### src/mul_pkg.sv
// ################################################
// Shared widths, opcode and pipeline structs for the
// three-stage 32-bit multiplier. XLEN is fixed at 32
// and split in two 16-bit halves.
// ################################################

package mul_pkg;

  // Operand and result width
  localparam int unsigned XLEN = 32;

  // Each operand is split in two halves of this width
  localparam int unsigned HALF_W = 16;

  // One lane per pair of halves
  localparam int unsigned NUM_LANES = 4;

  // Product of two 17-bit signed values
  localparam int unsigned PP_W = 2 * (HALF_W + 1);

  // Selects which word of the 64-bit product is returned
  typedef enum logic {
    MUL_LOW  = 1'b0,
    MUL_HIGH = 1'b1
  } mul_op_e;

  // Request as seen at the top-level port
  typedef struct packed {
    mul_op_e           op;
    logic              sign_a;
    logic              sign_b;
    logic [XLEN-1:0]   a;
    logic [XLEN-1:0]   b;
  } mul_req_t;

  // Operand pair for one partial-product lane
  // The ext bits make each half a 17-bit signed value
  typedef struct packed {
    logic [HALF_W-1:0] a_half;
    logic              a_ext;
    logic [HALF_W-1:0] b_half;
    logic              b_ext;
  } pp_operand_t;

  // Sideband that travels alongside the data
  typedef struct packed {
    logic    valid;
    mul_op_e op;
  } mul_ctl_t;

  // Response as seen at the top-level port
  typedef struct packed {
    logic [XLEN-1:0] result;
  } mul_resp_t;

endpackage
### src/mul_operand_split.sv
// ################################################
// Stage 1. Splits both operands in halves and builds
// the four lane operand pairs. Lane data registers
// load every cycle; only ctl_o.valid marks real data.
// ################################################

module mul_operand_split import mul_pkg::*; (
  input  logic                        clk_i,
  input  logic                        rst_ni,
  input  logic                        req_valid_i,
  input  mul_req_t                    req_i,
  output pp_operand_t [NUM_LANES-1:0] lanes_o,
  output mul_ctl_t                    ctl_o
);

  logic [HALF_W-1:0]           a_lo;
  logic [HALF_W-1:0]           a_hi;
  logic [HALF_W-1:0]           b_lo;
  logic [HALF_W-1:0]           b_hi;
  logic                        a_hi_ext;
  logic                        b_hi_ext;
  pp_operand_t [NUM_LANES-1:0] lanes_d;
  pp_operand_t [NUM_LANES-1:0] lanes_q;
  mul_ctl_t                    ctl_q;

  assign a_lo = req_i.a[HALF_W-1:0];
  assign a_hi = req_i.a[XLEN-1:HALF_W];
  assign b_lo = req_i.b[HALF_W-1:0];
  assign b_hi = req_i.b[XLEN-1:HALF_W];

  // Only a high half can carry the sign of its operand
  assign a_hi_ext = req_i.sign_a & req_i.a[XLEN-1];
  assign b_hi_ext = req_i.sign_b & req_i.b[XLEN-1];

  always_comb begin
    // al x bl
    lanes_d[0] = '{a_half: a_lo, a_ext: 1'b0, b_half: b_lo, b_ext: 1'b0};
    // al x bh
    lanes_d[1] = '{a_half: a_lo, a_ext: 1'b0, b_half: b_hi, b_ext: b_hi_ext};
    // ah x bl
    lanes_d[2] = '{a_half: a_hi, a_ext: a_hi_ext, b_half: b_lo, b_ext: 1'b0};
    // ah x bh
    lanes_d[3] = '{a_half: a_hi, a_ext: a_hi_ext, b_half: b_hi, b_ext: b_hi_ext};
  end

  // Operand pairs are payload and load unconditionally
  always_ff @(posedge clk_i) begin
    lanes_q <= lanes_d;
  end

  always_ff @(posedge clk_i or negedge rst_ni) begin
    if (!rst_ni) begin
      ctl_q.valid <= 1'b0;
      ctl_q.op    <= MUL_LOW;
    end else begin
      ctl_q.valid <= req_valid_i;
      ctl_q.op    <= req_i.op;
    end
  end

  assign lanes_o = lanes_q;
  assign ctl_o   = ctl_q;

endmodule

### config.mk
export PLATFORM = sky130hd
export DESIGN_NAME = mul_operand_split
export DESIGN_NICKNAME = d
export VERILOG_FILES = /design/src/mul_pkg.sv /design/src/mul_operand_split.sv
export SDC_FILE = /design/constraint.sdc
export NUM_CORES = 1
export LEC_CHECK = 0
export BUFFER_PORTS_ARGS = -buffer_cell sky130_fd_sc_hd__buf_4
export CORE_ASPECT_RATIO = 0.9
export CORE_MARGIN = 2
export CORE_UTILIZATION = 30
export DETAILED_ROUTE_END_ITERATION = 8
export PLACE_DENSITY = 0.74
export SKIP_LAST_GASP = 1
export SYNTH_ARGS = -nofsm -noshare
export SYNTH_HDL_FRONTEND = slang
export SYNTH_SLANG_ARGS = --single-unit
### constraint.sdc
create_clock -name clk_i -period 0.8 [get_ports clk_i]
set_input_delay 0.12 -clock clk_i [delete_from_list [all_inputs] [get_ports clk_i]]
set_output_delay 0.12 -clock clk_i [all_outputs]
set_load 0.01 [all_outputs]
==> qor.txt, run 1 <==
Final setup viols: 134
status: finished, violations left
DPL Wire Length: 3590 microns
Clock Path Buffers: 2
share of the synthesized area in the top cell type: 0.691
sequential power share: 0.454
Top FF cell, synth: dfxtp_1
CP peak stage delay: 0.39 ns
CTS buffer count: 9
Compound-Gate Fraction of Synth Area: 0
clock root buffer: clkbuf_8
final std cells w/o fill: 449
failing checks: negative setup slack
Comb power frac: 0.180
DRT Wirelength: 6760 microns
Switching Share: 0.220
FMAX: 1040 MHz
Port Buffer Count: 203
Simple-Gate Fraction of Synth Area: 0.00654
Sw Pwr: 1.84 mW
Core Util, Final: 0.736
drt via density: 3.82
Leakage: 2.14 nW
Final nets: 427
largest fanout on the critical path: 1
min cycle time layout: 0.960 ns
Boundary Pins: 208
Area contributors post-synth: dfxtp_1, buf_4, dfrtp_1, and2_1, conb_1
Critical Path AT: 0.84 ns
Synth Warn #: 0
Final Max Tran Viols: 0
critical path startpoint category: register
wire per inst: 15.1 microns
Final WS setup: -0.160 ns
Die Ht: 79.8 microns
Worst VDD drop: 1.18 mV
Seq cells post-synth: 68
period utilisation layout: 1.20
vias post-DR: 1714
endpoint class of the critical path: primary output
RSZ-0062 raised after global routing: true
Netlist Area Pre-Place: 1910 sq um
layout cells sized above 1: 0.782
Bufs and invs on worst path: 1
Rows: 27
Core ar.: 6150 sq um
Routed Antenna Nets: 0
post-synthesis sequential area ratio: 0.717
initial antenna violation count: 0
post-synthesis mux area share: 0
Pre-antenna DRT Iters: 4
dpl ws: 0.206 ns
Cell Area, Placed: 3030 sq um
top-count cell post-synth: buf_4
share of synthesized registers carrying an async set or reset: 0.0294
RD Place Congestion: 0.730
XOR/XNOR Fraction of Synth Area: 0
internal power: 6.50 mW
adder and majority gate portion of the synthesized area: 0
dpl cells: 364
Unique masters post-synth: 5
number of enable flip-flop cells after synthesis: 0
path length in cells of the critical path: 1
post-route cell area: 4530 sq um
pwr/cell area: 1840 nW/um^2
total power draw: 8.34 mW
synth cell count leaders: buf_4, dfxtp_1, and2_1, dfrtp_1, conb_1
CTS tree: built
vias in the first global route: 1893
# fillers: 399
initial core utilization: 0.311
Min-Delay Path Class: in -> async
total grt overflow: 0
Area Overhead vs Synth: 137%
Die Footprint: 7030 sq um
first-pass GRT wire length: 9460 microns
chip width: 88.2 microns
Cells after Synth: 141
# diodes: 0
Critical-path top delay cell: dfrtp_1
critical path class: reg -> out
critical-path cell list: buf_6
1st-iter DRT viols: 18
clk sinks: 68
syn_area_per_cell: 13.6 sq um
Clk pwr share: 0.366
Worst Path Required: 0.68 ns
main combinational cell family by area after synthesis: buffers and inverters
Worst-path clk slew: 0.07 ns
CP delay by family, top: flip-flops
gr usage total: 0.188
# DRC: 0
htree depth: 3
Fin. Hold Viols: 0
Max-Cap Viols: 0
post-synth top area cell: dfxtp_1
pin count of the biggest net entering global routing: 12
==> repair_timing <==
item	4_1_cts	5_1_grt
hold endpoints to repair	70	0
setup buffers	0	0
setup endpoints to repair	134	134
resized for setup	200	1
hold buffers	69	0
==> cells in the final DEF (no fill, tap or decap) <==
cell and instances:
buf_6 134, dlygate4sd3_1 69, buf_4 69, dfxtp_2 65, clkbuf_8 10, conb_1 4
and2_1 2, bufinv_16 2, clkbuf_1 2, dfrtp_1 2, clkinvlp_4 1, clkinv_2 1
dfxtp_4 1
==> kinds of logic (layout without fill, tap and decap cells) <==
kind of cell / after synthesis / in the layout
buffers and inverters: 70 / 288
DFF: 68 / 68
other: 1 / 4
and+or+nand+nor: 2 / 2
==> final timing paths <==
kind                               startpoint                   to  slack (ns)
worst max-delay path       ctl_o[1]$_DFF_PN0_             ctl_o[1]       -0.16
min in group clk_i                  req_i[15]  lanes_o[84]$_DFF_P_        0.43
worst min-delay path                   rst_ni   ctl_o[0]$_DFF_PN0_        0.13
max in group asynchronous              rst_ni   ctl_o[1]$_DFF_PN0_        0.58
==> per-layer routing <==
metal	wire, microns	track usage	up-vias
li1	-	-	785
met1	1940	0.144	782
met2	3850	0.372	133
met3	813	0.0931	14
met4	162	0.0924	0
met5	0	0	-
==> state kept, by name, indices dropped and copies added (netlist names) <==
signal	count
ctl_o	2
lanes_o	66
==> metrics by stage <==
stage	TNS [ns]	hold WS (ns)
3_3_place_gp	0	-0.0952
4_1_cts	-16.22	0.0810
3_5_place_dp	0	-0.0936
5_1_grt	-19.06	0.116
6_report	-13.71	0.131
2_1_floorplan	0	-0.176
==> power by group through the flow <==
stage	clock [mW]	sequential (mW)	combinational (mW)
after floorplan	0	3.82	0.359
after global placement	0	3.74	0.976
after detailed placement	0	3.75	0.989
after CTS	3.12	3.78	1.47
after global routing	3.27	3.80	1.58
final	3.05	3.78	1.50
==> cell type report <==
class / instances / area (sq um) / area share
Tap cell: 87 / 109 / 0.0240
Clock inverter: 4 / 72.6 / 0.0160
Sequential cell: 68 / 1460 / 0.322
Multi-Input combinational cell: 6 / 27.5 / 0.00608
Clock buffer: 12 / 145 / 0.0321
Timing Repair Buffer: 272 / 2720 / 0.600
(Power assumes the default switching activity.)
==> run 2: changes to the inputs <==
--- a/config.mk
+++ b/config.mk
@@ -15,3 +15,4 @@
 export SYNTH_ARGS = -nofsm -noshare
 export SYNTH_HDL_FRONTEND = slang
 export SYNTH_SLANG_ARGS = --single-unit
+export TNS_END_PERCENT = 1
==> qor.txt, run 2 (synthesized netlist as in run 1, its figures left out) <==
# fillers: 463
post-route cell area: 3950 sq um
Fin. Hold Viols: 0
Max-Cap Viols: 0
layout cells sized above 1: 0.605
Final nets: 427
clock root buffer: clkbuf_8
CTS tree: built
Routed Antenna Nets: 0
first-pass GRT wire length: 7690 microns
CP startpoint: ctl_o[1]$_DFF_PN0_
Final setup viols: 134
htree depth: 3
RSZ-0062 raised after global routing: true
CP delay by family, top: flip-flops
gr usage total: 0.149
wire per inst: 12.3 microns
Boundary Pins: 208
Sequential Area: 1370 sq um
pin count of the biggest net entering global routing: 12
commonest cells after routing, fill and taps aside: buf_4, dlygate4sd3_1, dfxtp_1
DPL Wire Length: 3590 microns
area of the multi-input gates: 27.5 sq um
total grt overflow: 0
critical path startpoint category: register
Die Footprint: 7030 sq um
Worst Path Required: 0.68 ns
1st-iter DRT viols: 25
DRT Wirelength: 5510 microns
vias in the first global route: 1669
endpoint class of the critical path: primary output
Final WS setup: -0.153 ns
most common cell after layout, fill and taps aside: buf_4
clk sinks: 68
RD Place Congestion: 0.730
Critical Path AT: 0.83 ns
Post-CTS Setup Bufs: 0
initial antenna violation count: 0
vias post-DR: 1661
Clock Path Buffers: 2
max FFs per register: 66
largest fanout on the critical path: 1
Leakage: 1.97 nW
Die Ht: 79.8 microns
CTS buffer count: 9
Port Buffer Count: 203
drt via density: 3.70
critical path class: reg -> out
failing checks: negative setup slack
period utilisation layout: 1.19
status: finished, violations left
Final Max Tran Viols: 0
Cell Area, Placed: 3030 sq um
Rows: 27
Worst VDD drop: 1.20 mV
Pre-antenna DRT Iters: 3
Min-Delay Path Class: in -> async
# DRC: 0
Core ar.: 6150 sq um
pwr/cell area: 2010 nW/um^2
initial core utilization: 0.311
Worst-path clk slew: 0.07 ns
critical-path cell list: buf_6
chip width: 88.2 microns
FMAX: 1050 MHz
min cycle time layout: 0.953 ns
Bufs and invs on worst path: 1
total power draw: 7.96 mW
Critical-path top delay cell: dfrtp_1
# diodes: 0
CP peak stage delay: 0.38 ns
Area Overhead vs Synth: 106%
## run 2: path summary, 6_finish.rpt
check | cells after the start | slack, ns | to
setup / recovery | 1 | -0.15 | ctl_o[1]
hold / removal | 2 | 0.11 | ctl_o[0]$_DFF_PN0_
max in group asynchronous | 2 | 0.60 | ctl_o[1]$_DFF_PN0_
min in group clk_i | 2 | 0.43 | lanes_o[80]$_DFF_P_
## run 2: report_power, final
| part | switching, mW | internal [mW] | leakage [nW] |
|---|---|---|---|
| Combinational | 0.421 | 0.844 | 1.29 |
| Sequential | 0.105 | 3.57 | 0.580 |
| Clock | 1.17 | 1.84 | 0.107 |
| Total | 1.70 | 6.26 | 1.97 |
## run 2: cell type report
type	count	share of cell area
repair buffers	272	0.563
flip-flops and latches	68	0.348
clock buffers	12	0.0367
well taps	87	0.0276
clock inverters	4	0.0184
multi-input cells	6	0.00697
## run 2: repair_timing
item | CTS | global route
hold buffers | 69 | 0
gates resized for setup | 2 | 2
endpoints found under the hold margin | 70 | 0
endpoints found under the setup margin | 134 | 134
## run 2: metrics by stage
stage | hold WS, ns | cells | util | TNS [ns] | setup slack (ns)
after floorplan | -0.176 | 144 | - | 0 | 0.195
after global placement | -0.0952 | 364 | 0.493 | 0 | 0.205
after detailed placement | -0.0936 | 364 | 0.493 | 0 | 0.206
after CTS | 0.0810 | 449 | 0.642 | -18.04 | -0.170
after global routing | 0.0769 | 449 | 0.642 | -21.32 | -0.195
final | 0.110 | 449 | 0.642 | -14.47 | -0.153
## run 2: layer usage
metal  track usage  up-vias  wire length (microns)
li1              -      788                      -
met1         0.131      740                   1820
met2         0.268      124                   2880
met3        0.0817        9                    706
met4        0.0788        0                    103
met5             0        -                      0
