`src/mul_pkg.sv`:
```
// ################################################
// Shared widths, opcode and pipeline structs for the
// three-stage 32-bit multiplier. XLEN is fixed at 32
// and split in two 16-bit halves.
// ################################################

package mul_pkg;

  // Operand and result width
  localparam int unsigned XLEN = 32;

  // Each operand is split in two halves of this width
  localparam int unsigned HALF_W = 16;

  // One lane per pair of halves
  localparam int unsigned NUM_LANES = 4;

  // Product of two 17-bit signed values
  localparam int unsigned PP_W = 2 * (HALF_W + 1);

  // Selects which word of the 64-bit product is returned
  typedef enum logic {
    MUL_LOW  = 1'b0,
    MUL_HIGH = 1'b1
  } mul_op_e;

  // Request as seen at the top-level port
  typedef struct packed {
    mul_op_e           op;
    logic              sign_a;
    logic              sign_b;
    logic [XLEN-1:0]   a;
    logic [XLEN-1:0]   b;
  } mul_req_t;

  // Operand pair for one partial-product lane
  // The ext bits make each half a 17-bit signed value
  typedef struct packed {
    logic [HALF_W-1:0] a_half;
    logic              a_ext;
    logic [HALF_W-1:0] b_half;
    logic              b_ext;
  } pp_operand_t;

  // Sideband that travels alongside the data
  typedef struct packed {
    logic    valid;
    mul_op_e op;
  } mul_ctl_t;

  // Response as seen at the top-level port
  typedef struct packed {
    logic [XLEN-1:0] result;
  } mul_resp_t;

endpackage
```
`src/mul_partial_lane.sv`:
```
// ################################################
// Stage 2. One 17x17 signed multiply with a product
// register. The register loads every cycle.
// ################################################

module mul_partial_lane import mul_pkg::*; (
  input  logic                   clk_i,
  input  logic                   rst_ni,
  input  pp_operand_t            operand_i,
  output logic signed [PP_W-1:0] product_o
);

  logic signed [HALF_W:0]   op_a;
  logic signed [HALF_W:0]   op_b;
  logic signed [PP_W-1:0]   product_d;
  logic signed [PP_W-1:0]   product_q;

  // Extension bit on top turns each half into a signed value
  assign op_a = $signed({operand_i.a_ext, operand_i.a_half});
  assign op_b = $signed({operand_i.b_ext, operand_i.b_half});

  // 17 + 17 bits, so the product never overflows PP_W
  assign product_d = op_a * op_b;

  always_ff @(posedge clk_i or negedge rst_ni) begin
    if (!rst_ni) begin
      product_q <= '0;
    end else begin
      product_q <= product_d;
    end
  end

  assign product_o = product_q;

endmodule

```
`config.mk`:
```
export PLATFORM = sky130hd
export DESIGN_NAME = mul_partial_lane
export DESIGN_NICKNAME = d
export VERILOG_FILES = /design/src/mul_pkg.sv /design/src/mul_partial_lane.sv
export SDC_FILE = /design/constraint.sdc
export NUM_CORES = 1
export LEC_CHECK = 0
export ABC_CLOCK_PERIOD_IN_PS = 800
export BUFFER_PORTS_ARGS = -buffer_cell sky130_fd_sc_hd__buf_2
export CAP_MARGIN = 20
export CELL_PAD_IN_SITES_DETAIL_PLACEMENT = 1
export CELL_PAD_IN_SITES_GLOBAL_PLACEMENT = 1
export CORE_MARGIN = 8
export CORE_UTILIZATION = 40
export DETAILED_ROUTE_END_ITERATION = 6
export PLACE_DENSITY = 0.8
export SYNTH_ARGS = -nofsm -noshare
export SYNTH_HDL_FRONTEND = slang
export SYNTH_SLANG_ARGS = --single-unit
```
`constraint.sdc`:
```
create_clock -name clk_i -period 0.8 [get_ports clk_i]
set_input_delay 0.24 -clock clk_i [delete_from_list [all_inputs] [get_ports clk_i]]
set_output_delay 0.24 -clock clk_i [all_outputs]
set_load 0.05 [all_outputs]
```
==> impl_metrics.toml, run 1 <==
[worst_hold_path]
worstHoldPathType = "primary input to async pin"

[timing]
tightest_slew_ns = 0.3578
timing.slew.headroom_pct = 75.90
fin_crit_sh_pct = 707.6
fmax_mhz = 176.7
hold_viol = 0
finalSetupViolCount = 67
setup_tns_ns = -134.33
fin_ws_ns = -4.861
rsz0062_at_grt = "yes"
fin_crit_ns = 5.661
maxSlewViolCount = 0

[clocking]
cts_made_buffers = 5
clk_pin_slew_ns = 0.07
cts_tree = "done"
root_buffer = "clkbuf_16"
h-tree-depth = 2
cts.sinks = 34
clock_path_buffers = 2

[final_layout]
mostFrequentLayoutCells = "fa_1 (271), inv_1 (265), buf_4 (155)"
finalNonFillerCells = 1879
area_growth_pct = 37.71
diodes = 0
finalNetCount = 1905
largest_register_ff_count = 34
final_common_cell = "fa_1"
fin_area_um2 = 16260
n_fill_cell = 3164
drive_gt1_share_pct = 37.54

[global_route]
grt_max_degree = 35
antenna_found_initial = 0
grt_pass1_wl_um = 63870
overflow = 0
grt_pass1_vias = 12040
track_usage_pct = 23.29

[synthesis]
netlist.area_leader.share_pct = 50.19
synth_compound_area_share_pct = 4.727
syn_avg_cell_area_um2 = 9.537
synthSimpleGateAreaFrac_pct = 15.22
netlist_instances = 1238
synth_cell_types = 50
synth.top_cells.by_area = "fa_1 (50%), inv_1 (9.9%), ha_1 (9.0%), and2_1 (7.8%), dfrtp_1 (7.2%)"
synth_top_family_by_area = "adder cells"
synthFlopType = "dfrtp_1"
synth_mux_area_share_pct = 0.08478
synth_seq_cells = 34
seq_area_frac_synth_pct = 7.206
synth_adder_area_share_pct = 59.20
synth_top_area_cell = "fa_1"
synth_warnings = 0
synth_enable_flop_cells = 0
synthXorXnorAreaFrac_pct = 2.226
syn_nets = 1655
netlist_area_um2 = 11810
synthArstFlopShare_pct = 100.0

[place]
port_buffers = 69
pre_cts_ws_ns = -5.405
gp_congestion = 0.8477
dp_hpwl_um = 32820
detailed_place.area_um2 = 14340
place_inst = 1838

[drt]
firstDrtPassIters = 6
drt-vias-per-instance = 5.186
ant_nets = 0
wirelength_um = 42780
drc_errors = 0
vias = 9744
avgRoutedWirePerCell_um = 22.77
dr.first_iter.drc_count = 437

[critical_path]
crit_type = "primary input to flop"
cp-end-kind = "flop"
critPathArrivalTime_ns = 5.88
crit_family = "adder cells"
crit_chain = "buf_12, buf_6, and2_1, fa_1, inv_1, fa_1, fa_2, fa_1, inv_1, fa_1, inv_2, fa_1, inv_2, ha_4, and4_4, a221oi_4, a311oi_2, or4b_4, a31oi_4, o21ai_2, xnor2_2"
cp_max_fo = 7
crit_buf_inv = 6
cpPeakStageDelay_ns = 0.61
crit_required_ns = 1.02
slowest_stage = "fa_1"
crit_top_cell = "fa_1"
critPathLaunchType = "primary input"

[outcome]
outcome = "complete, but fails checks"
violations = "setup timing"

[die]
die_x_um = 187.8
initial_core_util_pct = 40.26
fp.dieH_um = 187.8
core_area_um2 = 29320
rows = 63
pin_count = 70
die_area_um2 = 35270

[flow_run]
drv_cap = 0
[layout make-up]
class / instances / area, µm² / share of cell area (%)
clock buffer: 5 / 125.1 / 0.7696
clock inverter: 3 / 21.27 / 0.1308
inverter: 311 / 1167 / 7.180
multi-input combinational: 850 / 10800 / 66.42
sequential: 34 / 892.1 / 5.487
tap: 390 / 488.0 / 3.001
timing repair buffer: 286 / 2765 / 17.01
[what timing repair did]
item,in CTS,in global routing
gates resized for setup,268,135
pin swaps,109,101
hold buffers,1,0
setup buffers,17,22
cloned,0,1
endpoints found under the setup margin,67,66
hold endpoints to repair,34,0
[cells in the mapped netlist, types with 5 or more instances]
library cell and instances:
a21o_1 10, a21oi_1 17, and2_1 148, clkbuf_1 39
dfrtp_1 34, fa_1 296, ha_1 85, inv_1 311
nand2_1 142, nand3_1 8, nand4_1 5, nor2_1 32
o21a_1 6, o21ai_0 16, xnor2_1 26
[worst max path at each step]
stage,start,end,cells past startpoint
2_1_floorplan,operand_i[33],product_o[31]$_DFF_PN0_,22
6_report,operand_i[6],product_o[33]$_DFF_PN0_,21
4_1_cts,operand_i[24],product_o[33]$_DFF_PN0_,22
5_1_grt,operand_i[6],product_o[33]$_DFF_PN0_,21
3_3_place_gp,operand_i[6],product_o[31]$_DFF_PN0_,21
3_5_place_dp,operand_i[9],product_o[33]$_DFF_PN0_,21
[worst min-delay path, stage by stage]
cell           delay (ns)
dlygate4sd3_1        0.52
buf_2                0.12
buf_12               0.22
[stage by stage]
step | utilization, % | hold WS [ns]
finish | 55.44 | 0.4324
global route | 55.44 | 0.4491
CTS | 53.10 | 0.4015
detailed placement | 48.90 | 0.2224
global placement | 48.90 | 0.2192
floorplan | - | -0.05559
[kinds of logic after synthesis]
family                     after synthesis
and+or+nand+nor                        356
xor gates and xnor gates                30
buffers and inverters                  354
adders and majority gates              381
DFF                                     34
AOI/OAI and AO/OA                       82
muxes                                    1
[layer usage]
layer,wire (µm),up-vias,track usage (%)
li1,-,4120,-
met1,14070,5160,22.98
met2,24450,297,45.35
met3,1386,167,3.288
met4,2884,0,13.70
met5,0,-,0
Power of run 1 is not shown: default switching activity piles up to over one toggle a cycle in this logic, so the estimate is an artifact.
==> inputs of run 2 (changes only) <==
- SKIP_LAST_GASP: unset -> 1
==> impl_metrics.toml, run 2 (synthesized netlist as in run 1, its figures left out) <==
[global_route]
grt_max_degree = 35
grt_pass1_wl_um = 63160
grt_pass1_vias = 11990
antenna_found_initial = 0
track_usage_pct = 23.11
overflow = 0

[drt]
ant_nets = 0
avgRoutedWirePerCell_um = 23.33
wirelength_um = 43850
vias = 9841
dr.first_iter.drc_count = 490
drc_errors = 0
firstDrtPassIters = 7
drt-vias-per-instance = 5.235

[critical_path]
cp_max_fo = 6
critPathArrivalTime_ns = 5.82
crit_required_ns = 0.98
cp-end-kind = "flop"
crit_top_cell = "fa_2"
crit_family = "adder cells"
cpPeakStageDelay_ns = 0.57
crit_chain = "buf_12, buf_6, and2_4, fa_2, inv_2, fa_2, fa_2, fa_2, inv_1, fa_2, fa_1, ha_4, a21o_1, a221oi_4, a311oi_2, or4b_4, a31oi_4, o21ai_2, xnor2_2"
slowest_stage = "fa_2"
crit_buf_inv = 4
critPathLaunchType = "primary input"
crit_type = "primary input to flop"

[die]
die_x_um = 187.8
die_area_um2 = 35270
core_area_um2 = 29320
initial_core_util_pct = 40.26
fp.dieH_um = 187.8
pin_count = 70
rows = 63

[timing]
maxSlewViolCount = 0
timing.slew.headroom_pct = 76.11
fin_ws_ns = -4.840
hold_viol = 0
rsz0062_at_grt = "yes"
fmax_mhz = 177.3
whs_ns = 0.4130
fin_crit_ns = 5.640
tightest_slew_ns = 0.3545
fin_crit_sh_pct = 705.0
finalSetupViolCount = 66

[final_layout]
largest_register_ff_count = 34
final_common_cell = "fa_1"
n_fill_cell = 3174
mostFrequentLayoutCells = "fa_1 (269), inv_1 (264), buf_4 (159)"
finalNonFillerCells = 1880
diodes = 0
finalNetCount = 1906
area_growth_pct = 37.62
drive_gt1_share_pct = 37.38

[flow_run]
drv_cap = 0

[outcome]
violations = "setup timing"
outcome = "complete, but fails checks"

[clocking]
clk_pin_slew_ns = 0.08
cts.sinks = 34
h-tree-depth = 2
clock_path_buffers = 2
cts_tree = "done"
root_buffer = "clkbuf_16"
cts_made_buffers = 5

[place]
dp_hpwl_um = 32820
place_inst = 1838
port_buffers = 69
gp_congestion = 0.8477
pre_cts_ws_ns = -5.405

[worst_hold_path]
worstHoldPathType = "primary input to async pin"
-- run 2: changes by cell type in the layout (fill, tap and decap cells not counted), sizes merged --
cell and delta:
buf +1
-- run 2: tightest hold or removal path, stage by stage --
cell           delay (ns)
dlygate4sd3_1        0.52
buf_2                0.12
buf_12               0.22
-- run 2: layout make-up --
type / count / area, µm² / area share [%]
clock inverter: 3 / 21.27 / 0.1309
tap: 390 / 488.0 / 3.003
timing repair buffer: 287 / 2783 / 17.13
multi-input combinational: 850 / 10770 / 66.28
inverter: 311 / 1170 / 7.200
clock buffer: 5 / 125.1 / 0.7701
sequential: 34 / 892.1 / 5.491
-- run 2: metrics by stage --
| stage | TNS [ns] | area, µm² | utilization, % |
|---|---|---|---|
| after CTS | -131.52 | 15470 | 52.77 |
| after global placement | -133.43 | 14340 | 48.90 |
| after floorplan | -117.00 | 12460 | - |
| final | -135.91 | 16250 | 55.41 |
| after detailed placement | -137.68 | 14340 | 48.90 |
| after global routing | -139.32 | 16250 | 55.41 |
-- run 2: path summary, 6_finish.rpt --
path / start / endpoint / slack [ns] / depth (start not counted)
worst max-delay path: operand_i[23] / product_o[33]$_DFF_PN0_ / -4.84 / 19
worst min-delay path: rst_ni / product_o[6]$_DFF_PN0_ / 0.41 / 3
max in group asynchronous: rst_ni / product_o[32]$_DFF_PN0_ / 0.15 / 3
min in group clk_i: operand_i[1] / product_o[0]$_DFF_PN0_ / 0.45 / 4
-- run 2: metal layers --
| metal | global-route usage, % | share of wire, % | vias up |
|---|---|---|---|
| met2 | 44.58 | 56 | 397 |
| li1 | - | - | 4116 |
| met3 | 3.213 | 4.1 | 210 |
| met4 | 15.09 | 8.4 | 0 |
| met5 | 0 | 0 | - |
| met1 | 22.60 | 32 | 5118 |
-- run 2: timing repair --
| item | CTS | global route |
|---|---|---|
| buffers inserted | 17 | 22 |
| setup endpoints to repair | 67 | 67 |
| gates cloned | 0 | 1 |
| pin swaps | 109 | 147 |
| gates resized for setup | 241 | 159 |
| hold endpoints to repair | 34 | 0 |
| hold buffers | 1 | 0 |
Power of run 2 is left out for the same reason.
==> inputs of run 3 (changes only) <==
- ABC_CLOCK_PERIOD_IN_PS: 800 -> 5300
- PLACE_DENSITY: 0.8 -> 0.78
- SETUP_SLACK_MARGIN: unset -> 0.5
- clock period: 0.8 -> 5.3 ns (I/O delays scaled with it)
==> impl_metrics.toml, run 3 (synthesized netlist as in run 1, its figures left out) <==
[timing]
timing.slew.headroom_pct = 41.16
maxSlewViolCount = 0
fin_ws_ns = -1.778
finalSetupViolCount = 25
rsz0062_at_grt = "yes"
hold_viol = 0
tightest_slew_ns = 0.8827
fin_crit_sh_pct = 133.5
fin_crit_ns = 7.078
fmax_mhz = 141.3
whs_ns = 1.406

[global_route]
grt_pass1_vias = 11720
grt_max_degree = 35
antenna_found_initial = 0
overflow = 0
track_usage_pct = 21.90
grt_pass1_wl_um = 60510

[drt]
avgRoutedWirePerCell_um = 21.17
drt-vias-per-instance = 5.067
ant_nets = 0
dr.first_iter.drc_count = 384
firstDrtPassIters = 4
vias = 9581
wirelength_um = 40030
drc_errors = 0

[final_layout]
largest_register_ff_count = 34
n_fill_cell = 3262
final_common_cell = "inv_1"
finalNonFillerCells = 1891
drive_gt1_share_pct = 32.38
diodes = 0
mostFrequentLayoutCells = "inv_1 (274), fa_1 (273), buf_4 (182)"
area_growth_pct = 32.59
finalNetCount = 1917

[place]
port_buffers = 69
dp_hpwl_um = 31070
place_inst = 1839
gp_congestion = 0.8953

[clocking]
cts_made_buffers = 5
clk_pin_slew_ns = 0.07
clock_path_buffers = 2
cts.sinks = 34
hold_buffers = 0
root_buffer = "clkbuf_16"
h-tree-depth = 2
cts_tree = "done"

[critical_path]
crit_chain = "buf_4, and2_1, fa_1, inv_1, fa_1, fa_1, inv_1, fa_1, fa_1, inv_1, fa_1, inv_1, ha_4, and4_4, a221oi_4, a311oi_4, or4b_4, a31oi_4, o21bai_1, xor2_1"
critPathLaunch = "operand_i[27]"
crit_top_cell = "fa_1"
slowest_stage = "fa_1"
critPathLaunchType = "primary input"
crit_type = "primary input to flop"
crit_required_ns = 5.49
cpPeakStageDelay_ns = 0.57
cp_max_fo = 6
crit_end = "product_o[31]$_DFF_PN0_"
critPathArrivalTime_ns = 7.27
cp-end-kind = "flop"

[outcome]
outcome = "complete, but fails checks"
violations = "setup timing"

[die]
fp.dieH_um = 187.8
die_x_um = 187.8
rows = 63
core_area_um2 = 29320
die_area_um2 = 35270
initial_core_util_pct = 40.26
pin_count = 70

[worst_hold_path]
worstHoldPathType = "primary input to async pin"

[flow_run]
drv_cap = 0
run 3: cell count changes in the layout (fill, tap and decap cells not counted), moves of 17 or more:
cell / delta
buf_6: -29
ha_4: -19
buf_4: +23
dfrtp_2: -33
buf_2: +32
dfrtp_1: +33
ha_1: +17
run 3: layout make-up:
type,count,area [µm²],share of cell area [%]
timing repair buffer,298,2531,16.17
inverter,311,1170,7.473
sequential,34,850.8,5.435
multi-input combinational,850,10450,66.74
tap,390,488.0,3.117
clock inverter,2,37.54,0.2398
clock buffer,6,128.9,0.8233
run 3: metrics by stage:
step	setup TNS [ns]	setup slack, ns	instance area (µm²)	util, %
6_report	-31.67	-1.778	15650	53.38
5_1_grt	-34.66	-1.933	15650	53.38
4_1_cts	-28.89	-1.684	15040	51.29
3_5_place_dp	-40.50	-2.197	14110	48.11
3_3_place_gp	-36.78	-2.020	14110	48.11
2_1_floorplan	-25.37	-1.833	12260	-
run 3: what timing repair did:
| item | 4_1_cts | 5_1_grt |
|---|---|---|
| pin swaps | 100 | 81 |
| gates cloned | 0 | 1 |
| resized for setup | 166 | 121 |
| setup buffers | 24 | 19 |
| setup endpoints to repair | 27 | 28 |
run 3: worst max-delay path, delay by kind of cell:
family	cells	cell delay [ns]
simple gates	3	0.91
compound gates	4	0.84
fa+ha+maj	7	3.32
xor+xnor	1	0.17
buf+inv	5	0.43
run 3: how the worst min path moves through the flow:
stage / startpoint / end / slack, ns / depth (start not counted)
after floorplan: rst_ni / product_o[0]$_DFF_PN0_ / 1.29 / 0
after global placement: rst_ni / product_o[12]$_DFF_PN0_ / 1.74 / 1
after detailed placement: rst_ni / product_o[12]$_DFF_PN0_ / 1.76 / 1
after CTS: rst_ni / product_o[12]$_DFF_PN0_ / 1.43 / 1
after global routing: rst_ni / product_o[13]$_DFF_PN0_ / 1.49 / 1
final: rst_ni / product_o[13]$_DFF_PN0_ / 1.41 / 1
run 3: layer usage:
metal / part of all wire [%] / up-vias / GRT usage [%]
li1: - / 4135 / -
met1: 33 / 5030 / 22.32
met2: 58 / 275 / 43.14
met3: 3.2 / 141 / 2.600
met4: 5.7 / 0 / 10.82
met5: 0 / - / 0
Power of run 3 is left out for the same reason.
