**config.mk**
```make
export PLATFORM = sky130hd
export DESIGN_NAME = mul_accumulate
export DESIGN_NICKNAME = d
export VERILOG_FILES = /design/src/mul_pkg.sv /design/src/mul_accumulate.sv
export SDC_FILE = /design/constraint.sdc
export NUM_CORES = 1
export LEC_CHECK = 0
export BUFFER_PORTS_ARGS = -buffer_cell sky130_fd_sc_hd__buf_2
export CAP_MARGIN = 20
export CORE_AREA = 2 2 129 131
export CTS_CLUSTER_DIAMETER = 60
export CTS_CLUSTER_SIZE = 30
export DETAILED_ROUTE_END_ITERATION = 10
export DIE_AREA = 0 0 131 133
export PLACE_DENSITY = 0.58
export SYNTH_ARGS = -nofsm -noshare
export SYNTH_HDL_FRONTEND = slang
export SYNTH_SLANG_ARGS = --single-unit
```
**constraint.sdc**
```tcl
create_clock -name clk_i -period 1.9 [get_ports clk_i]
set_clock_uncertainty 0.05 [all_clocks]
set_input_delay 0.095 -clock clk_i [delete_from_list [all_inputs] [get_ports clk_i]]
set_output_delay 0.095 -clock clk_i [all_outputs]
set_load 0.05 [all_outputs]
```
**src/mul_pkg.sv**
```systemverilog
// ################################################
// Shared widths, opcode and pipeline structs for the
// three-stage 32-bit multiplier. XLEN is fixed at 32
// and split in two 16-bit halves.
// ################################################

package mul_pkg;

  // Operand and result width
  localparam int unsigned XLEN = 32;

  // Each operand is split in two halves of this width
  localparam int unsigned HALF_W = 16;

  // One lane per pair of halves
  localparam int unsigned NUM_LANES = 4;

  // Product of two 17-bit signed values
  localparam int unsigned PP_W = 2 * (HALF_W + 1);

  // Selects which word of the 64-bit product is returned
  typedef enum logic {
    MUL_LOW  = 1'b0,
    MUL_HIGH = 1'b1
  } mul_op_e;

  // Request as seen at the top-level port
  typedef struct packed {
    mul_op_e           op;
    logic              sign_a;
    logic              sign_b;
    logic [XLEN-1:0]   a;
    logic [XLEN-1:0]   b;
  } mul_req_t;

  // Operand pair for one partial-product lane
  // The ext bits make each half a 17-bit signed value
  typedef struct packed {
    logic [HALF_W-1:0] a_half;
    logic              a_ext;
    logic [HALF_W-1:0] b_half;
    logic              b_ext;
  } pp_operand_t;

  // Sideband that travels alongside the data
  typedef struct packed {
    logic    valid;
    mul_op_e op;
  } mul_ctl_t;

  // Response as seen at the top-level port
  typedef struct packed {
    logic [XLEN-1:0] result;
  } mul_resp_t;

endpackage
```
**src/mul_accumulate.sv**
```systemverilog
// ################################################
// Stage 3. Shifts and sums the four partial products
// and registers the selected word. No back-pressure;
// the response is valid for a single cycle.
// ################################################

module mul_accumulate import mul_pkg::*; (
  input  logic                   clk_i,
  input  logic                   rst_ni,
  input  mul_ctl_t               ctl_i,
  input  logic signed [PP_W-1:0] products_i [NUM_LANES],
  output logic                   resp_valid_o,
  output mul_resp_t              resp_o
);

  // Weight of each lane in the full product
  localparam int unsigned LANE_SHIFT [NUM_LANES] = '{0, HALF_W, HALF_W, 2 * HALF_W};

  mul_ctl_t               ctl_q;
  logic [2*XLEN-1:0]      ext_pp [NUM_LANES];
  logic [2*XLEN-1:0]      sum;
  logic [XLEN-1:0]        word_sel;
  logic                   resp_valid_q;
  mul_resp_t              resp_q;

  // Products arrive one cycle after the ctl from stage 1
  always_ff @(posedge clk_i or negedge rst_ni) begin
    if (!rst_ni) begin
      ctl_q.valid <= 1'b0;
      ctl_q.op    <= MUL_LOW;
    end else begin
      ctl_q <= ctl_i;
    end
  end

  // Sign-extend each partial product to the full width
  always_comb begin
    for (int i = 0; i < NUM_LANES; i++) begin
      ext_pp[i] = {{(2*XLEN-PP_W){products_i[i][PP_W-1]}}, products_i[i]};
    end
  end

  // Sum modulo 2^64 equals the product of the extended operands
  always_comb begin
    sum = '0;
    for (int i = 0; i < NUM_LANES; i++) begin
      sum = sum + (ext_pp[i] << LANE_SHIFT[i]);
    end
  end

  always_comb begin
    case (ctl_q.op)
      MUL_LOW:  word_sel = sum[XLEN-1:0];
      MUL_HIGH: word_sel = sum[2*XLEN-1:XLEN];
      default:  word_sel = sum[XLEN-1:0];
    endcase
  end

  always_ff @(posedge clk_i or negedge rst_ni) begin
    if (!rst_ni) begin
      resp_valid_q <= 1'b0;
    end else begin
      resp_valid_q <= ctl_q.valid;
    end
  end

  // Result holds its last value between responses
  always_ff @(posedge clk_i or negedge rst_ni) begin
    if (!rst_ni) begin
      resp_q <= '0;
    end else if (ctl_q.valid) begin
      resp_q.result <= word_sel;
    end
  end

  assign resp_valid_o = resp_valid_q;
  assign resp_o       = resp_q;

endmodule

```
==> metrics.txt, run 1 <==
static leakage power=4.39 nW; die height=133 um; Num CTS Buffers=5; Cell variety after synth=58; DRT antenna net count=0; DRT iter0 DRCs=311; cell accounting for the most synthesized area=dfrtp_1; remaining global-route overflow=0; fin crit share=2.49; pin count of the biggest net entering global routing=24; drt total wl=18900 um; row count=47; DR vias/cell=4.95; core area=16200 um2; initial antenna violation count=0; die width=131 um; Max Cap Viol=0; final hold vios=0; PortBufs=170; clock sink count=35; failing checks=negative setup slack; Gate power share=0.815; Reg-to-Reg Start=ctl_q[0]; Synth top area share=0.159; ys async rst share=1.00; First-pass DRT Iterations=4; final net count=1262; Max Freq=212 MHz; Post-DP HPWL=15500 um; clock share of power=0.084; antenna fix cells=0; hold path endpoint=resp_o[10]; post-synthesis register bit count=35; first-pass GRT wire length=29500 um; syn_nets=891; worst skew pair latency=290 ps; Crit path top cell by count=buf_4; max incr delay on CP=580 ps; gpl congestion=0.956; synth top area cells=dfrtp_1, ha_1, fa_1; # placed instances=1207; P_int=6.20 mW; Synth-to-Final Area Change=68.1%; VDD IR max=0.607 mV; io pins=173; Req. time, crit path=2030 ps; worst hold slack=18.0 ps; synthesized area=5520 um2; setup ws final=-2820 ps; crit start category=primary input; DRC Markers=0; fin cells=1240; Synth Instances=648; HP Class=primary input to flip-flop; Switching Share=0.481; share of layout cells above drive strength 1=0.509; RR Endpoint=resp_o[12]; vias in the first global route=6151; switching pwr=5.74 mW; Yosys warnings=0; max-slew violations=0; Worst slew margin=0.623; Worst Max-Slew Pin Slew=565 ps; RSZ-0062 raised after global routing=yes; Worst Path Arrival=4850 ps; Worst setup EP type=flip-flop; die area=17400 um2; min-delay src=products_i[112]; CTS H-tree depth=2; power per cell area=1290 nW/um2; clk buf depth=2; Main synth FF type=dfrtp_1; Final min period=4720 ps; r2r worst-path depth=5; Seq pwr share=0.100; post-synthesis sequential area ratio=0.159; CTS tree=built; Starting Density=0.341; final setup vio count=32; synthesized area per cell=8.52 um2; status=finished with violations; WS Path Type=primary input to flip-flop; worst hold stages=3; total number of vias=6142; Root Driver=clkbuf_16; EDFF count, synth=0; Slowest-stage cell, CP=fa_1; Power, Total=11.9 mW; r2r setup slk=540 ps; Wirelength per Cell=15.2 um; Max FO, Critical Path=5; Worst-path clk slew=70 ps; GRT Util Overall=0.214
[cells in the final DEF (no fill, tap or decap), types with 19 or more instances in the layout]
master   count
buf_4      197
buf_2      168
nor2_1      57
a21oi_1     56
ha_1        53
nand2_1     34
dfrtp_1     34
fa_1        32
xnor2_1     27
a21oi_2     26
a21o_1      26
o21ai_0     22
xor2_1      19
[cell type report]
cell class                 count  area (um2)
tap                          220         275
sequential                    35         877
multi-input combinational    575        5320
timing repair buffer         386        2570
clock inverter                 3        46.3
inverter                      16        60.1
clock buffer                   5         125
fill                        1482        6900
[cells in the mapped netlist, drive strengths merged, types with 17 or more instances]
master  instances
nand2          37
nand3          23
clkbuf         17
nor2           59
dfrtp          35
xnor2          36
a21o           26
a21oi          88
fa             36
xor2           21
o21ai          40
ha             67
[per-stage QoR]
stage / setup WS, ps / setup TNS (ps) / util / area (um2)
2_1_floorplan: -2730 / -68250 / - / 5750
3_3_place_gp: -3280 / -85580 / 0.509 / 8240
3_5_place_dp: -3400 / -86990 / 0.509 / 8240
4_1_cts: -2780 / -75070 / 0.549 / 8880
5_1_grt: -3010 / -80570 / 0.574 / 9280
6_report: -2820 / -73760 / 0.574 / 9280
[sequential cells by signal, indices dropped and copies added (netlist names)]
signal and count:
ctl_q 2, resp_o 32, resp_valid_o 1
[worst max-delay path by stage]
stage | startpoint | to | slack (ps) | cells past startpoint
after floorplan | products_i[35] | resp_o[28] | -2730 | 21
after global placement | products_i[36] | resp_o[31] | -3280 | 22
after detailed placement | products_i[36] | resp_o[31] | -3400 | 22
after CTS | products_i[119] | resp_o[31] | -2780 | 24
after global routing | products_i[41] | resp_o[30] | -3010 | 23
final | products_i[47] | resp_o[29] | -2820 | 25
[routing by layer]
metal	track usage	up-vias	part of all wire
li1	-	3118	-
met4	0.0349	0	0.011
met3	0.0287	16	0.034
met1	0.281	2876	0.45
met5	0	-	0
met2	0.378	132	0.51
[repair_timing]
item,CTS,global route
pin swaps,89,75
resized for setup,63,65
gates cloned,0,0
hold endpoints to repair,19,0
setup buffers,16,12
endpoints found under the setup margin,32,32
hold buffers,3,0
[critical path: cells and delay by family]
kind | cells | cell delay (ps)
AO/OA/AOI/OAI | 12 | 2350
XOR/XNOR | 1 | 100
adder cells (fa/ha/maj) | 3 | 1130
buffers and inverters | 5 | 730
AND/OR/NAND/NOR | 4 | 440
[kinds of logic after synthesis]
| group | after synthesis | synth area share |
|---|---|---|
| adders and majority gates | 103 | 0.282 |
| DFF | 35 | 0.159 |
| muxes | 16 | 0.0292 |
| xor gates and xnor gates | 57 | 0.0905 |
| AOI/OAI and AO/OA | 222 | 0.256 |
| and+or+nand+nor | 177 | 0.157 |
| buffers and inverters | 38 | 0.0263 |
[power groups by stage]
stage / combinational [mW] / sequential (mW) / clock (mW)
after floorplan: 4.15 / 2.21 / 0
after global placement: 8.17 / 1.21 / 0
after detailed placement: 8.21 / 1.21 / 0
after CTS: 8.94 / 1.20 / 1.02
after global routing: 10.5 / 1.23 / 1.06
final: 9.73 / 1.20 / 1.01
(Power assumes the default switching activity.)
==> run 2, diff against run 1 <==
- PLACE_DENSITY: 0.58 -> 0.6
- SLEW_MARGIN: default -> 20
- clock period: 1.9 -> 4.2 ns (I/O delays scaled with it)
==> metrics.txt, run 2 (synthesis gave the netlist of run 1 again) <==
Worst setup EP type=flip-flop; setup ws final=-706 ps; power per cell area=580 nW/um2; Max Freq=204 MHz; HP Class=primary input to asynchronous set/reset pin; final hold vios=0; Max Cap Viol=0; Worst Path Arrival=5030 ps; Critical Path Sink=resp_o[29]; fin crit share=1.17; gpl congestion=0.917; GRT Util Overall=0.214; Max FO, Critical Path=4; DRT iter0 DRCs=246; Seq pwr share=0.105; max incr delay on CP=540 ps; Crit path max-delay family=compound AO/OA/AOI/OAI gates; Post-DP HPWL=14800 um; VDD IR max=0.270 mV; CTS H-tree depth=2; pin count of the biggest net entering global routing=53; Post-Place Worst Slack=-1150 ps; Worst-path clk slew=70 ps; DP Area=8090 um2; worst skew pair latency=300 ps; failing checks=negative setup slack; Design Area, Final=9090 um2; Power, Total=5.27 mW; die area=17400 um2; CTS tree=built; total number of vias=6193; PortBufs=170; Util after Layout=0.562; crit start category=primary input; die width=131 um; DR vias/cell=5.02; switching pwr=2.56 mW; setup total negative slack=-10030 ps; row count=47; Wirelength per Cell=15.0 um; crit path launch=products_i[35]; share of layout cells above drive strength 1=0.490; clock sink count=35; P_int=2.71 mW; Worst slew margin=0.370; # placed instances=1192; Critical Path, Cell by Cell=buf_6 > fa_1 > ha_2 > fa_2 > a211oi_4 > o21ai_2 > a31oi_4 > o211ai_4 > a31oi_4 > a21oi_2 > a211o_1 > a21oi_2 > xnor2_1 > ha_1 > nand3_2 > buf_6 > nor2_4 > nand2_2 > a21oi_4 > o211ai_1 > buf_4 > a21oi_4 > a2111oi_4 > o32a_1; max FFs per register=32; leading cell type in the layout, fill and taps excluded=buf_4; status=finished with violations; remaining global-route overflow=0; max-slew violations=0; r2r setup slk=2060 ps; Root Driver=clkbuf_16; RR Endpoint=resp_o[29]; worst hold slack=3.19 ps; core area=16200 um2; Worst path depth=24; Num CTS Buffers=5; final setup vio count=23; DRT antenna net count=0; static leakage power=4.33 nW; DRC Markers=0; Reg-to-Reg Start=ctl_q[0]; Starting Density=0.341; Switching Share=0.486; Final min period=4910 ps; Worst Max-Slew Pin Slew=945 ps; clk buf depth=2; WP buf/inv=3; vias in the first global route=6175; drt total wl=18500 um; fin cells=1234; r2r worst-path depth=3; WS Path Type=primary input to flip-flop; most frequent cells in the layout=buf_4, buf_2, a21oi_1; die height=133 um; First-pass DRT Iterations=5; Req. time, crit path=4330 ps; Gate power share=0.821; first-pass GRT wire length=29500 um; clock share of power=0.075; RSZ-0062 raised after global routing=yes; initial antenna violation count=0; io pins=173; antenna fix cells=0; final net count=1256; Slowest-stage cell, CP=fa_1; Synth-to-Final Area Change=64.6%
run 2: cell count changes in the layout (fill, tap and decap cells not counted), sizes merged:
cell         delta
buf             -5
bufinv          -1
clkbuf          +1
clkinv          +1
dlygate4sd3     -1
inv             -1
run 2: power by group through the flow:
stage | sequential [mW] | combinational (mW) | clock, mW
final | 0.552 | 4.33 | 0.395
after global placement | 0.554 | 3.63 | 0
after floorplan | 0.998 | 1.86 | 0
after global routing | 0.568 | 4.69 | 0.412
after CTS | 0.552 | 3.99 | 0.404
after detailed placement | 0.554 | 3.65 | 0
run 2: how the worst min path moves through the flow:
stage | endpoint | cells after the start
2_1_floorplan | ctl_q[0] | 0
5_1_grt | resp_o[0] | 1
3_3_place_gp | ctl_q[0] | 1
3_5_place_dp | ctl_q[0] | 1
4_1_cts | resp_o[0] | 1
6_report | resp_o[0] | 1
run 2: timing repair:
action,in CTS,in global routing
endpoints found under the hold margin,2,0
endpoints found under the setup margin,24,27
setup buffers,21,16
hold buffers,2,0
gates resized for setup,61,51
pin swaps,71,59
run 2: layout make-up:
type	instances	area, um2
well taps	220	275
flip-flops and latches	35	877
inverters	16	60.1
clock buffers	6	129
multi-input cells	575	5230
fillers	1477	7090
repair buffers	380	2500
clock inverters	2	12.5
run 2: metal layers:
layer | track usage | wire, um | vias up
met1 | 0.280 | 8220 | 2902
li1 | - | - | 3108
met5 | 0 | 0 | -
met2 | 0.376 | 9110 | 164
met4 | 0.0461 | 293 | 0
met3 | 0.0235 | 877 | 19
==> run 3, diff against run 2 <==
- PLACE_DENSITY: 0.6 -> default
- PLACE_DENSITY_LB_ADDON: default -> 0.25
==> metrics.txt, run 3 (synthesis gave the netlist of run 1 again) <==
status=finished with violations; failing checks=negative hold slack, negative setup slack; Max Cap Viol=0; Post-Place Worst Slack=-1210 ps; First-pass DRT Iterations=5; leading cell type in the layout, fill and taps excluded=buf_4; fin crit share=1.18; Final min period=4940 ps; CTS tree=built; Worst-path clk slew=60 ps; Max FO, Critical Path=3; die width=131 um; WS Path Type=primary input to flip-flop; die area=17400 um2; worst hold slack=-11.2 ps; max FFs per register=32; remaining global-route overflow=0; Root Driver=clkbuf_16; antenna fix cells=0; worst skew pair latency=290 ps; total number of vias=6256; power per cell area=586 nW/um2; setup ws final=-739 ps; Worst setup EP type=flip-flop; clock sink count=35; pin count of the biggest net entering global routing=51; final hold vios=10; DRT antenna net count=0; vias in the first global route=6188; io pins=173; DRC Markers=0; Post-DP HPWL=15200 um; final setup vio count=20; initial antenna violation count=0; DR vias/cell=5.04; HP Class=primary input to asynchronous set/reset pin; crit start category=primary input; Num CTS Buffers=5; row count=47; max-slew violations=0; CTS H-tree depth=2; Worst Max-Slew Pin Slew=881 ps; crit path launch=products_i[48]; RSZ-0062 raised after global routing=yes; Power, Total=5.37 mW; drt total wl=18900 um; Worst Path Arrival=5050 ps; share of layout cells above drive strength 1=0.500; die height=133 um; core area=16200 um2; VDD IR max=0.319 mV; clk buf depth=2; first-pass GRT wire length=30100 um; Starting Density=0.341; final net count=1263; static leakage power=4.40 nW; filler cell count=1470; Max Freq=202 MHz; most frequent cells in the layout=buf_4, buf_2, a21oi_1; Worst slew margin=0.413; PortBufs=170; Synth-to-Final Area Change=65.8%; gpl congestion=0.932; GRT Util Overall=0.217; Reg-to-Reg Start=ctl_q[0]; DRT iter0 DRCs=381; Wirelength per Cell=15.2 um; Req. time, crit path=4320 ps
run 3: changes by cell type in the layout (fill, tap and decap cells not counted), moves of 3 or more:
cell / change
a21oi_1: -3
ha_1: +3
xnor2_2: +4
buf_4: +3
o21ai_1: +3
run 3: where the power goes:
group          internal (mW)  total [mW]  leakage, nW  switching, mW
clock                  0.296       0.455       0.0868          0.159
combinational           2.05        4.36         3.92           2.31
sequential             0.467       0.551        0.394         0.0833
total                   2.81        5.37         4.40           2.55
run 3: per-stage QoR:
| stage | cells | hold WS [ps] | util | instance area (um2) | setup TNS, ps |
|---|---|---|---|---|---|
| finish | 1241 | -11.2 | 0.566 | 9150 | -9530 |
| global route | 1241 | 67.8 | 0.566 | 9150 | -15320 |
| CTS | 1224 | 24.3 | 0.546 | 8830 | -9530 |
| detailed placement | 1189 | 270 | 0.499 | 8070 | -20970 |
| global placement | 1189 | 270 | 0.499 | 8070 | -19820 |
| floorplan | 648 | -136 | - | 5740 | -4620 |
run 3: per-layer routing:
metal	share of wire	vias to the layer above	GRT usage
li1	-	3121	-
met1	0.44	2924	0.284
met3	0.042	32	0.0235
met4	0.019	0	0.0473
met2	0.50	179	0.382
met5	0	-	0
run 3: cell type report:
class	instances	area, um2	share of cell area
Inverter	16	60.1	0.00656
Clock inverter	2	35.0	0.00383
Timing Repair Buffer	387	2570	0.281
Sequential cell	35	877	0.0958
Multi-Input combinational cell	575	5200	0.568
Clock buffer	6	139	0.0152
Tap cell	220	275	0.0301
run 3: path summary, 6_finish.rpt:
kind	end	slack, ps	depth (start not counted)
max in group asynchronous	ctl_q[1]	3510	1
min reg2reg	resp_o[2]	450	1
max	resp_o[31]	-740	25
min in group clk_i	resp_o[10]	140	3
max reg2reg	resp_o[29]	2220	3
min	resp_o[25]	-10	1
run 3: critical path, stage by stage:
cell and delay [ps]:
buf_2 110, fa_1 500, ha_1 330, and4_4 160, and3_4 190, a221oi_4 270
nand3_2 180, a2111oi_4 360, buf_4 190, o31ai_4 80, a21o_1 180, a21oi_2 120
xnor2_1 90, ha_1 350, a21oi_2 200, o21bai_2 110, buf_6 130, o21bai_4 110
nand4_1 90, o211ai_1 200, buf_4 170, a21boi_2 60, a211oi_2 240, xor2_1 290
o21ai_1 120
run 3: timing repair:
item,in CTS,in global routing
gates resized for setup,75,42
endpoints found under the hold margin,2,0
pin swaps,85,80
hold buffers,2,0
buffers inserted,29,18
setup endpoints to repair,24,28
